`src/source/calc_isa_pkg.sv`:
```
`default_nettype none

package calc_isa_pkg;

  // RV64 integer datapath widths
  localparam int dword_width_lp    = 64;
  localparam int reg_addr_width_lp = 5;
  localparam int vaddr_width_lp    = 39;

  // Shift amount is taken from the low bits of rs2
  localparam int shamt_width_lp = 6;

  typedef logic [dword_width_lp-1:0]    dword_t;
  typedef logic [reg_addr_width_lp-1:0] reg_addr_t;

  // Integer and multiply opcodes
  typedef enum logic [3:0]
  {
    e_op_nop  = 4'h0
    , e_op_add  = 4'h1
    , e_op_sub  = 4'h2
    , e_op_and  = 4'h3
    , e_op_or   = 4'h4
    , e_op_xor  = 4'h5
    , e_op_sll  = 4'h6
    , e_op_srl  = 4'h7
    , e_op_addi = 4'h8
    , e_op_mul  = 4'h9
  } calc_op_e;

endpackage

`default_nettype wire

```
`src/source/calc_pipe_pkg.sv`:
```
`default_nettype none

package calc_pipe_pkg;

  import calc_isa_pkg::*;

  // Depth of the stage, completion and poison pipelines
  localparam int pipe_stage_els_lp = 5;

  // Stage whose record owns each pipe's result
  localparam int int_done_stage_lp = 0;
  localparam int mul_done_stage_lp = 2;

  // Output taps
  localparam int commit_stage_lp = 2;
  localparam int wb_stage_lp     = 4;

  typedef struct packed
  {
    logic                      v;
    logic                      poison;
    logic [vaddr_width_lp-1:0] pc;
    calc_op_e                  opcode;
    reg_addr_t                 rd_addr;
    reg_addr_t                 rs1_addr;
    reg_addr_t                 rs2_addr;
    logic                      irf_w_v;
    dword_t                    rs1;
    dword_t                    rs2;
    dword_t                    imm;
  } dispatch_pkt_s;

  // Per-stage bookkeeping carried alongside the completion data
  typedef struct packed
  {
    logic                      v;
    logic [vaddr_width_lp-1:0] pc;
    reg_addr_t                 rd_addr;
    logic                      irf_w_v;
    logic                      pipe_int_v;
    logic                      pipe_mul_v;
  } stage_rec_s;

  typedef struct packed
  {
    logic      wb_v;
    reg_addr_t rd_addr;
    dword_t    rd_data;
  } fwd_slice_s;

  typedef struct packed
  {
    logic                      v;
    logic [vaddr_width_lp-1:0] pc;
    reg_addr_t                 rd_addr;
  } commit_pkt_s;

  typedef struct packed
  {
    logic      rd_w_v;
    reg_addr_t rd_addr;
    dword_t    rd_data;
  } wb_pkt_s;

endpackage

`default_nettype wire

```
`src/source/calc_pipe_int.sv`:
```
`default_nettype none

module calc_pipe_int
  import calc_isa_pkg::*;
  import calc_pipe_pkg::*;
(
  input  dispatch_pkt_s   reservation_i
  , output dword_t        data_o
);

  dword_t                    rs1;
  dword_t                    rs2;
  dword_t                    imm;
  logic [shamt_width_lp-1:0] shamt;

  assign rs1   = reservation_i.rs1;
  assign rs2   = reservation_i.rs2;
  assign imm   = reservation_i.imm;
  assign shamt = rs2[shamt_width_lp-1:0];

  // Single-cycle ALU, captured by the completion pipe at stage 1
  always_comb
  begin
    case (reservation_i.opcode)
      e_op_add:
      begin
        data_o = rs1 + rs2;
      end
      e_op_sub:
      begin
        data_o = rs1 - rs2;
      end
      e_op_and:
      begin
        data_o = rs1 & rs2;
      end
      e_op_or:
      begin
        data_o = rs1 | rs2;
      end
      e_op_xor:
      begin
        data_o = rs1 ^ rs2;
      end
      e_op_sll:
      begin
        data_o = rs1 << shamt;
      end
      e_op_srl:
      begin
        data_o = rs1 >> shamt;
      end
      e_op_addi:
      begin
        data_o = rs1 + imm;
      end
      // Nop and multiply produce nothing here
      default:
      begin
        data_o = '0;
      end
    endcase
  end

endmodule

`default_nettype wire

```
`config.mk`:
```
export PLATFORM = sky130hd
export DESIGN_NAME = calc_pipe_int
export DESIGN_NICKNAME = d
export VERILOG_FILES = /design/src/source/calc_isa_pkg.sv /design/src/source/calc_pipe_pkg.sv /design/src/source/calc_pipe_int.sv
export SDC_FILE = /design/constraint.sdc
export NUM_CORES = 1
export LEC_CHECK = 0
export ABC_AREA = 1
export BUFFER_PORTS_ARGS = -buffer_cell sky130_fd_sc_hd__buf_2
export CAP_MARGIN = 30
export CORE_ASPECT_RATIO = 1.75
export CORE_MARGIN = 4
export CORE_UTILIZATION = 40
export DETAILED_ROUTE_END_ITERATION = 16
export PLACE_DENSITY = 0.57
export REMOVE_ABC_BUFFERS = 1
export SLEW_MARGIN = 20
export SYNTH_ARGS = -nofsm -noshare
export SYNTH_HDL_FRONTEND = slang
export SYNTH_SLANG_ARGS = --single-unit
```
`constraint.sdc`:
```
create_clock -name vclk -period 5.8
set_input_delay 0.58 -clock vclk [all_inputs]
set_output_delay 0.58 -clock vclk [all_outputs]
set_load 0.02 [all_outputs]
```
==> impl_results.md <==
- RePlAce Congestion: 1.12
- Mapped Cells: 3923
- Seq. cell area: 0 um^2
- Worst-Margin Slew: 1050 ps
- Status: finished clean
- Mapped cell area: 19600 um^2
- Post-CTS Setup Inserts: 0
- Share of cells above drive strength 1: 0.108
- Port bufs: 260
- Ports: 317
- Slew HR: 0.303
- Die height: 301 um
- # rows: 107
- Crit. Startpoint: reservation_i[210]
- Adder-Cell Fraction of Synth Area: 0.134
- Post-CTS Hold Buffers: 0
- Via count: 29200
- CP endpoint kind: primary output
- Final #Nets: 4534
- Simple-gate share of the synthesized area: 0.527
- Unrepaired setup endpoints after global routing: false
- Max-slew violations: 0
- Ranking of synthesized cells by area: nand2_1, nand3_1, ha_1, inv_1, nor2_1
- DPL Wire Length: 108000 um
- Number of remaining DRC errors: 0
- Post-route setup TNS: 0 ps
- Die area: 52900 um^2
- Routed length per instance: 27.7 um
- Pwr dens: 110 nW/um^2
- DRT Pass-1 Iters: 6
- Fillers: 6056
- XOR/XNOR Fraction of Synth Area: 0.00312
- Initial antenna violation count: 15
- CP required: 5220 ps
- WS Path Type: input port to primary output
- Area grow syn2layout: 9.72%
- Core ar.: 48600 um^2
- Placed Cells: 4723
- Max-cap violations: 0
- Largest net degree at the start of global routing: 88
- Detail Route Antenna Nets: 0
- Crit Path Max Fanout: 16
- Global-route usage over all layers: 0.470
- Setup crit end: data_o[24]
- Crit path launch type: input port
- CP Data Arrival Time: 4960 ps
- Synthesized area per cell: 5.01 um^2
- Clock buffer count: 0
- Yosys warning total: 0
- Hold Crit Class: input port to primary output
- First-pass GRT wire length: 182000 um
- Final hold viol count: 0
- Leak pwr: 11.3 nW
- Total number of sequential cells: 0
- Top-area cell type share of the netlist area: 0.231
- Final setup vio count: 0
- Sequential element share of the synthesized area: 0
- DRC marker count from the first detailed-route iteration: 3350
- Yosys cell types: 54
- Non-Filler Instances: 4735
- Resized cells post-CTS: 0
- Largest family of logic cells by synthesized area: simple AND/OR/NAND/NOR gates
- Max Freq: 180 MHz
- Proportion of synthesized area in mux cells: 0.00662
- Starting Density: 0.404
- Fin crit share: 0.955
- Final Critical Period: 5540 ps
- Total wire length after detailed routing: 131000 um
- Number of global-route vias before repair: 27500
- Multi-input logic area: 17100 um^2
- Total Power: 0.00237 W
- VDD IR max: 0.0624 mV
- Post-synth top area cell: nand2_1
- Complex-gate fraction of the synthesized area: 0.200
- Horiz. Die Dim: 176 um
- Grt total ovfl: 0
- Min Hold Slack: 1770 ps
- Vias per cell: 6.16
[critical path, stage by stage]
cell	delay [ps]
buf_2	110
nor2_1	190
nand3_1	370
nand2_4	350
inv_2	250
buf_4	220
o311ai_0	500
ha_1	350
a21oi_1	190
o21ai_0	140
a21oi_1	370
nand3_1	270
o21ai_0	580
nand4_1	250
buf_2	230
[worst min path at each step]
stage,start,end,cells after the start
after detailed placement,reservation_i[191],data_o[63],6
final,reservation_i[191],data_o[63],6
after global placement,reservation_i[191],data_o[63],6
after global routing,reservation_i[208],data_o[6],6
after floorplan,reservation_i[69],data_o[3],4
after CTS,reservation_i[191],data_o[63],6
[cell type report]
| class | instances | area share |
|---|---|---|
| multi-input cells | 3295 | 0.795 |
| repair buffers | 337 | 0.0888 |
| inverters | 437 | 0.0764 |
| well taps | 654 | 0.0380 |
| diodes | 12 | 0.00139 |
[synthesized netlist by cell type, types with 4 or more instances]
library cell  number
clkbuf_1          69
o311ai_0           4
nor2_2             5
nor2_1           372
buf_1             32
nand2_2            6
xor2_1             5
nor3_1            23
buf_2             74
nand3b_1          14
buf_6              9
a32oi_1            5
buf_4              7
inv_2             31
a21oi_1          199
clkinv_1           7
a31oi_1           58
nand3_1          699
a21oi_2           14
a221oi_1          41
o21ai_0          149
or2_2             20
nor2_4             5
o211ai_1          73
or2_1              6
o21bai_1          16
ha_1             209
o21a_1            18
nor4_1             7
nand4_1           28
nand2_1         1209
mux2i_1           13
inv_1            399
o21ai_1           61
[power breakdown]
| group | leakage [nW] | internal [W] | switching, W | total, W |
|---|---|---|---|---|
| combinational | 11.3 | 0.000655 | 0.00172 | 0.00237 |
| clock | 0.0000861 | 0.000000000297 | 0 | 0.000000000297 |
| sequential | 0 | 0 | 0 | 0 |
[cell families (layout without fill, tap and decap cells)]
family / Yosys count / in the layout
compound gates: 656 / 656
simple gates: 2409 / 2409
other cells: 0 / 12
xor+xnor: 7 / 7
fa+ha+maj: 210 / 210
buf+inv: 628 / 774
mux: 13 / 13
[routing by layer]
layer / wire length [um] / vias up / part of all wire / GRT usage
li1: - / 13400 / - / -
met1: 45100 / 13500 / 0.34 / 0.513
met2: 59300 / 1739 / 0.45 / 0.775
met3: 11600 / 530 / 0.088 / 0.0847
met4: 15100 / 8 / 0.12 / 0.415
met5: 53 / - / 0.00040 / 0
[cells in the final DEF, fill, tap and decap left out, drive strengths merged, types with 58 or more instances in the layout]
cell	synthesis	final
inv	430	430
a21oi	213	213
buf	122	337
nand3	702	702
o211ai	74	74
ha	209	209
nand2	1217	1217
a31oi	58	58
o21ai	211	211
nor2	385	385
[metrics by stage]
step                utilization  cell area [um^2]  setup WS (ps)
finish                    0.444             21600            259
CTS                       0.443             21500            488
global route              0.443             21500           69.7
detailed placement        0.443             21500            515
global placement          0.443             21500            535
floorplan                     -             18700            553
Power figures use the tool's default switching activity.
