## src/source/calc_isa_pkg.sv

```systemverilog
`default_nettype none

package calc_isa_pkg;

  // RV64 integer datapath widths
  localparam int dword_width_lp    = 64;
  localparam int reg_addr_width_lp = 5;
  localparam int vaddr_width_lp    = 39;

  // Shift amount is taken from the low bits of rs2
  localparam int shamt_width_lp = 6;

  typedef logic [dword_width_lp-1:0]    dword_t;
  typedef logic [reg_addr_width_lp-1:0] reg_addr_t;

  // Integer and multiply opcodes
  typedef enum logic [3:0]
  {
    e_op_nop  = 4'h0
    , e_op_add  = 4'h1
    , e_op_sub  = 4'h2
    , e_op_and  = 4'h3
    , e_op_or   = 4'h4
    , e_op_xor  = 4'h5
    , e_op_sll  = 4'h6
    , e_op_srl  = 4'h7
    , e_op_addi = 4'h8
    , e_op_mul  = 4'h9
  } calc_op_e;

endpackage

`default_nettype wire

```

## src/source/calc_pipe_pkg.sv

```systemverilog
`default_nettype none

package calc_pipe_pkg;

  import calc_isa_pkg::*;

  // Depth of the stage, completion and poison pipelines
  localparam int pipe_stage_els_lp = 5;

  // Stage whose record owns each pipe's result
  localparam int int_done_stage_lp = 0;
  localparam int mul_done_stage_lp = 2;

  // Output taps
  localparam int commit_stage_lp = 2;
  localparam int wb_stage_lp     = 4;

  typedef struct packed
  {
    logic                      v;
    logic                      poison;
    logic [vaddr_width_lp-1:0] pc;
    calc_op_e                  opcode;
    reg_addr_t                 rd_addr;
    reg_addr_t                 rs1_addr;
    reg_addr_t                 rs2_addr;
    logic                      irf_w_v;
    dword_t                    rs1;
    dword_t                    rs2;
    dword_t                    imm;
  } dispatch_pkt_s;

  // Per-stage bookkeeping carried alongside the completion data
  typedef struct packed
  {
    logic                      v;
    logic [vaddr_width_lp-1:0] pc;
    reg_addr_t                 rd_addr;
    logic                      irf_w_v;
    logic                      pipe_int_v;
    logic                      pipe_mul_v;
  } stage_rec_s;

  typedef struct packed
  {
    logic      wb_v;
    reg_addr_t rd_addr;
    dword_t    rd_data;
  } fwd_slice_s;

  typedef struct packed
  {
    logic                      v;
    logic [vaddr_width_lp-1:0] pc;
    reg_addr_t                 rd_addr;
  } commit_pkt_s;

  typedef struct packed
  {
    logic      rd_w_v;
    reg_addr_t rd_addr;
    dword_t    rd_data;
  } wb_pkt_s;

endpackage

`default_nettype wire

```

## src/source/calc_completion.sv

```systemverilog
`default_nettype none

module calc_completion
  import calc_isa_pkg::*;
  import calc_pipe_pkg::*;
(
  input  logic                                  clk_i
  , input  logic                                reset_i
  , input  logic                                flush_i
  , input  stage_rec_s                          stage_isd_i
  , input  dword_t                              int_data_i
  , input  dword_t                              mul_data_i
  , output fwd_slice_s [pipe_stage_els_lp:1]    fwd_slices_o
  , output commit_pkt_s                         commit_pkt_o
  , output wb_pkt_s                             wb_pkt_o
);

  stage_rec_s [pipe_stage_els_lp:0]   stage_n;
  stage_rec_s [pipe_stage_els_lp-1:0] stage_r;
  logic       [pipe_stage_els_lp:0]   poison_n;
  logic       [pipe_stage_els_lp-1:0] poison_r;
  dword_t     [pipe_stage_els_lp:1]   comp_n;
  dword_t     [pipe_stage_els_lp-1:1] comp_r;

  // New record enters at index 0 and the rest move down one
  assign stage_n = {stage_r, stage_isd_i};

  // Flush reaches everything that has not yet passed commit
  always_comb
  begin
    poison_n[0] = flush_i;
    for (int i = 1; i <= pipe_stage_els_lp; i++)
    begin
      poison_n[i] = poison_r[i-1] | (flush_i & (i <= commit_stage_lp));
    end
  end

  // Results join the completion pipe when their owning record gets there
  always_comb
  begin
    comp_n[1] = '0;
    for (int i = 2; i <= pipe_stage_els_lp; i++)
    begin
      comp_n[i] = comp_r[i-1];
    end
    if (stage_r[int_done_stage_lp].pipe_int_v)
    begin
      comp_n[int_done_stage_lp+1] = int_data_i;
    end
    if (stage_r[mul_done_stage_lp].pipe_mul_v)
    begin
      comp_n[mul_done_stage_lp+1] = mul_data_i;
    end
  end

  always_ff @(posedge clk_i)
  begin
    if (reset_i)
    begin
      stage_r  <= '0;
      poison_r <= '0;
    end
    else
    begin
      stage_r  <= stage_n[pipe_stage_els_lp-1:0];
      poison_r <= poison_n[pipe_stage_els_lp-1:0];
    end
  end

  always_ff @(posedge clk_i)
  begin
    comp_r <= comp_n[pipe_stage_els_lp-1:1];
  end

  // Forwarding taps on the next-state values
  // A multiply only becomes visible once its product has arrived
  always_comb
  begin
    for (int i = 1; i <= pipe_stage_els_lp; i++)
    begin
      fwd_slices_o[i].wb_v    = stage_n[i].v
                                & stage_n[i].irf_w_v
                                & ~poison_n[i]
                                & ((stage_n[i].pipe_int_v & (i > int_done_stage_lp))
                                   | (stage_n[i].pipe_mul_v & (i > mul_done_stage_lp)));
      fwd_slices_o[i].rd_addr = stage_n[i].rd_addr;
      fwd_slices_o[i].rd_data = comp_n[i];
    end
  end

  always_comb
  begin
    commit_pkt_o.v       = stage_r[commit_stage_lp].v & ~poison_r[commit_stage_lp];
    commit_pkt_o.pc      = stage_r[commit_stage_lp].pc;
    commit_pkt_o.rd_addr = stage_r[commit_stage_lp].rd_addr;
  end

  always_comb
  begin
    wb_pkt_o.rd_w_v  = stage_r[wb_stage_lp].v
                       & stage_r[wb_stage_lp].irf_w_v
                       & ~poison_r[wb_stage_lp];
    wb_pkt_o.rd_addr = stage_r[wb_stage_lp].rd_addr;
    wb_pkt_o.rd_data = comp_r[wb_stage_lp];
  end

endmodule

`default_nettype wire

```

## config.mk

```make
export PLATFORM = sky130hd
export DESIGN_NAME = calc_completion
export DESIGN_NICKNAME = d
export VERILOG_FILES = /design/src/source/calc_isa_pkg.sv /design/src/source/calc_pipe_pkg.sv /design/src/source/calc_completion.sv
export SDC_FILE = /design/constraint.sdc
export NUM_CORES = 1
export LEC_CHECK = 0
export ABC_CLOCK_PERIOD_IN_PS = 1450
export BUFFER_PORTS_ARGS = -buffer_cell sky130_fd_sc_hd__buf_2
export CAP_MARGIN = 20
export CORE_AREA = 2 2 250 252
export CTS_BUF_LIST = sky130_fd_sc_hd__clkbuf_4 sky130_fd_sc_hd__clkbuf_8 sky130_fd_sc_hd__clkbuf_16
export DETAILED_ROUTE_END_ITERATION = 10
export DIE_AREA = 0 0 252 254
export GPL_TIMING_DRIVEN = 0
export PLACE_DENSITY_LB_ADDON = 0.1
export SETUP_SLACK_MARGIN = 0.02
export SYNTH_ARGS = -nofsm -noshare
export SYNTH_HDL_FRONTEND = slang
export SYNTH_SLANG_ARGS = --single-unit
```

## constraint.sdc

```tcl
create_clock -name clk_i -period 1.45 [get_ports clk_i]
set_input_delay 0.0725 -clock clk_i [delete_from_list [all_inputs] [get_ports clk_i]]
set_output_delay 0.0725 -clock clk_i [all_outputs]
set_load 0.02 [all_outputs]
```

==> results of run 1 <==
[per-stage QoR]
step	utilization (%)	cells	hold WS (ns)	total power [W]
floorplan	-	1093	0.199	0.0143
global placement	28.9	2525	0.281	0.0154
detailed placement	28.9	2526	0.286	0.0154
CTS	36.7	2819	0.182	0.0289
global route	37.2	2841	0.213	0.0297
finish	37.2	2841	0.233	0.0284
[cell type report]
cell class / count / area, um2 / share of cell area [%]
plain buffers: 361 / 2840 / 12.4
well taps: 790 / 988 / 4.33
clock buffers: 69 / 1440 / 6.30
flip-flops and latches: 423 / 8480 / 37.2
clock inverters: 18 / 218 / 0.955
repair buffers: 872 / 6260 / 27.5
multi-input cells: 308 / 2580 / 11.3
[state kept, by name, summed over array words and instances (netlist names)]
register / count
fwd_slices_o: 212
stage_n: 98
commit_pkt_o: 44
poison_r: 5
comp_r: 64
[per-layer routing]
| metal | vias to the layer above | share of wire (%) |
|---|---|---|
| met2 | 351 | 52 |
| met1 | 4558 | 36 |
| li1 | 4905 | - |
| met3 | 90 | 7.9 |
| met4 | 0 | 3.3 |
| met5 | - | 0 |
[Yosys cell counts (all sizes together)]
cell      n  share of area [%]
nor2      7               0.19
o211a     1              0.074
and2     64                3.0
mux2     64                6.4
nand2     2              0.056
and4      2               0.13
nor3      2              0.074
dfxtp   423                 63
clkbuf   10               0.32
nor2b   166                7.7
buf     352                 19
[worst min-delay path: stages]
cell and delay, ns:
dlygate4sd3_1 0.51, buf_2 0.09, nor2b_1 0.10
[power by group through the flow]
stage	Combinational, W	Sequential, W	Clock (W)
finish	0.00361	0.0123	0.0125
global route	0.00382	0.0124	0.0134
CTS	0.00356	0.0124	0.0130
detailed placement	0.00280	0.0126	0
global placement	0.00281	0.0126	0
floorplan	0.00177	0.0125	0
[final timing paths]
kind | startpoint | end | slack, ns
setup / recovery | stage_n[144] | fwd_slices_o[199] | -0.37
hold / removal | stage_isd_i[18] | stage_n[66] | 0.23
setup reg to reg | stage_n[49] | fwd_slices_o[122] | 0.13
hold reg to reg | fwd_slices_o[236] | fwd_slices_o[306] | 0.35
[kinds of logic (layout without fill, tap and decap cells)]
family | count (synthesis) | after routing | synth area share, %
AO/OA/AOI/OAI | 1 | 1 | 0.0741
buffers and inverters | 362 | 1320 | 19.7
flip-flops | 423 | 423 | 62.7
multiplexers | 64 | 64 | 6.39
AND/OR/NAND/NOR | 243 | 243 | 11.1
[repair_timing]
action	in CTS	in global routing
endpoints found under the setup margin	173	147
hold buffers	190	0
gates resized for setup	316	63
gates cloned	4	4
endpoints found under the hold margin	248	0
buffers inserted	12	20
pin swaps	8	10
==> flow_summary.ini, run 1 <==
[job]
drv_cap = 0

[setup_path]
cp_cell_sequence = buf_12 -> buf_12 -> mux2_4 -> buf_6
arrival_ns = 1.75
crit_top_cell = buf_12
required_ns = 1.38
worstSetupEndpointType = output port
cp.depth = 4
path_class = register to output port
crit_path_max_fanout = 9
reg2regPathDepth = 6
critical_path.startpoint_type = register
path_delay_family = buffers and inverters
crit_buf_inv = 3
critical_path.max_stage_delay_ns = 0.37
crit_slowest_cell = dfxtp_4

[final_layout]
nFillCells = 6135
fin_area_mm2 = 0.0228
fin_nets = 2195
drive_gt1_share_pct = 62.1
area_growth_pct = 68.9
layout_commonest_cell = buf_2
layout_common_cells = buf_2, dfxtp_1, buf_4
diodes = 0

[power_and_ir_drop]
p_per_area_mw_per_mm2 = 1250
p_seq_share_pct = 43.4
ir_drop_uv = 802
comb_power_share_pct = 12.7
swShare_pct = 23.7
pwr-share-clk_pct = 43.9
p_int_w = 0.0217
leakage_nw = 11.6
p_sw_w = 0.00673

[global_route]
grt-ovfl-total = 0
grt_pass1_wl_um = 61500
antenna_found_initial = 0
grtUsageMet3_pct = 4.34
grtUsageMet2_pct = 23.7
grt_busiest_layer = met2
grt_max_degree = 14
grt_pass1_vias = 9996
globalRouteMet1Util_pct = 13.4
grtUsageTotal_pct = 12.9

[clocking]
cts-root-buf = clkbuf_16
cts_tree = done
path_clk_slew_ns = 0.06
insertion_delay_ns = 0.58
clk_path_buf_depth = 3
cts.sinks = 423
htreeDepth = 2
numCtsBuffers = 50

[drt]
via_count = 9904
wl_um = 44400
drt_iter0_markers = 235
wl_per_cell_um = 15.6
antenna_left = 0
via_per_inst = 3.49
dr.pass1.iters = 4
drc = 0

[synthesis]
avgSynthCellArea_um2 = 12.4
syn_inst = 1093
ys_seq_area_share_pct = 62.7
synth_warnings = 0
synthDistinctLibCells = 15
synth_seq_cells = 423
syn_area_mm2 = 0.0135
syn_nets = 1272

[sta]
rsz0062_at_grt = true
min_period_over_period_pct = 125
maxSlewHeadroom_pct = 58.9
period_minus_slack_ns = 1.82
tns_ns = -36.34
fin_ws_ns = -0.369
hold_viol_final = 0
setup_viol = 130
timing.fmax_mhz = 550
finalClockSkew_ns = 0.0209
tightest_slew_ns = 0.617
finalMaxSlewViolations = 0

[floorplan]
die_y_um = 254
core_area_mm2 = 0.0613
row_count = 91
dieArea_mm2 = 0.0640
initial_core_util_pct = 22.0
ios = 644
die_x_um = 252

[placed_design]
place_ws_ns = -0.370
placed_area_mm2 = 0.0177
dpl.hpwl_um = 33600
place.gp.congestion = 0.807
numPortBuffers = 642

[hold_path]
hp-class = input pin to register
worstHoldPathCells = 3

[run_status]
violations = negative setup slack
outcome = finished with violations
Note: power is estimated with default switching activity, not from simulation.
==> run 2: changes to the inputs <==
CELL_PAD_IN_SITES_DETAIL_PLACEMENT = 0   (was unset)
CELL_PAD_IN_SITES_GLOBAL_PLACEMENT = 1   (was unset)
CORE_AREA = 2 2 252 254   (was 2 2 250 252)
DIE_AREA = 0 0 254 256   (was 0 0 252 254)
==> run 2 against run 1 <==
- the flow still finishes with violations (negative setup slack)
- worst setup slack improved by 0.0026 ns
- sequential power about the same
- highest routed layer is now met5
- largest power group unchanged
- wire length increased by 5.4%
- clock skew decreased by 0.0088 ns
- sequential cell count unchanged
- fmax increased by 0.14%
- clock power increased by 8%
- register-to-register slack improved by 0.09 ns
- utilization increased by 0.13 points
- non-clock buffer count increased by 11
- power increased by 3.9%
==> flow_summary.ini, run 2 (synthesized netlist as in run 1, its figures left out) <==
[run_status]
outcome = finished with violations
violations = negative setup slack

[drt]
drc = 0
antenna_left = 0
via_count = 9886
drt_iter0_markers = 207
dr.pass1.iters = 4
wl_per_cell_um = 16.1
via_per_inst = 3.39
wl_um = 46800

[power_and_ir_drop]
ir_drop_uv = 711
power_w = 0.0296
p_per_area_mw_per_mm2 = 1270
leakage_nw = 11.8

[sta]
timing.fmax_mhz = 550
period_minus_slack_ns = 1.82
maxSlewHeadroom_pct = 59.8
rsz0062_at_grt = true
setup_viol = 130
finalClockSkew_ns = 0.0121
hold_viol_final = 0
min_period_over_period_pct = 125
finalMaxSlewViolations = 0
tightest_slew_ns = 0.602
fin_ws_ns = -0.367

[final_layout]
largest_register_ffs = 212
layout_common_cells = buf_2, dfxtp_1, buf_4
area_growth_pct = 72.6
fin_cells = 2913
layout_commonest_cell = buf_2
drive_gt1_share_pct = 62.6
fin_nets = 2207
diodes = 0

[clocking]
cts.sinks = 423
clk_path_buf_depth = 3
numCtsBuffers = 51
insertion_delay_ns = 0.58
htreeDepth = 2
path_clk_slew_ns = 0.06
cts_tree = done
cts-root-buf = clkbuf_16

[floorplan]
core_area_mm2 = 0.0624
die_y_um = 256
die_x_um = 254
dieArea_mm2 = 0.0650
row_count = 92
ios = 644
initial_core_util_pct = 21.6

[placed_design]
dp_cells = 2581
dpl.hpwl_um = 35600
numPortBuffers = 642
place.gp.congestion = 0.807

[global_route]
grt_pass1_vias = 10100
antenna_found_initial = 2
grt_pass1_wl_um = 66100
grt_max_degree = 13
grt-ovfl-total = 0
grtUsageTotal_pct = 13.9

[setup_path]
reg2regPathDepth = 4
reg2reg_from = stage_n[144]
worstSetupEndpointType = output port
crit_path_max_fanout = 10
required_ns = 1.38
arrival_ns = 1.74
critical_path.startpoint_type = register
cp-startpoint = stage_n[144]
path_class = register to output port

[hold_path]
hp-class = input pin to register
worstHoldPathCells = 3
hp-start = reset_i

[job]
drv_cap = 0
## run 2: power by group
group          switching [W]  total [W]  internal [W]  leakage (nW)
Sequential          0.000197     0.0123        0.0121          3.48
Combinational        0.00170    0.00371       0.00201          7.40
Clock                0.00502     0.0135       0.00850         0.903
## run 2: path summary, 6_finish.rpt
check	endpoint	slack, ns
worst min-delay path	commit_pkt_o[20]	0.03
worst min register to register	comp_r[95]	0.35
worst max register to register	fwd_slices_o[246]	0.22
worst max-delay path	fwd_slices_o[154]	-0.37
## run 2: layout make-up
| class | count | area (um2) |
|---|---|---|
| clock buffers | 71 | 1510 |
| fillers | 6343 | 39100 |
| multi-input cells | 308 | 2630 |
| plain buffers | 360 | 2820 |
| repair buffers | 884 | 6510 |
| clock inverters | 21 | 293 |
| flip-flops and latches | 423 | 8480 |
| well taps | 846 | 1060 |
## run 2: timing repair
action	CTS	global route
gates resized for setup	406	38
pin swaps	12	19
endpoints found under the setup margin	181	143
gates cloned	10	0
hold endpoints to repair	196	0
buffers inserted	34	18
hold buffers	187	0
## run 2: metrics by stage
step	setup slack, ns	util [%]	cell area (um2)	TNS, ns	hold slack [ns]
after floorplan	0.328	-	13500	0	0.199
final	-0.367	37.4	23300	-31.93	0.0252
after global routing	-0.439	37.4	23300	-40.76	0.0381
after global placement	-0.695	28.5	17800	-41.28	0.282
after CTS	-0.440	37.2	23200	-42.63	0.00470
after detailed placement	-0.667	28.5	17800	-40.35	0.286
## run 2: layer usage
layer  global-route usage (%)  part of all wire (%)
met1                     13.8                    36
met2                     25.8                    52
met3                     5.17                   8.7
met4                     5.59                   3.3
met5                        0                 0.051
## run 2: critical path, stage by stage, from the launching register on
cell and delay, ns:
dfxtp_4 0.37, buf_8 0.14, buf_12 0.14, mux2_2 0.35, buf_2 0.16
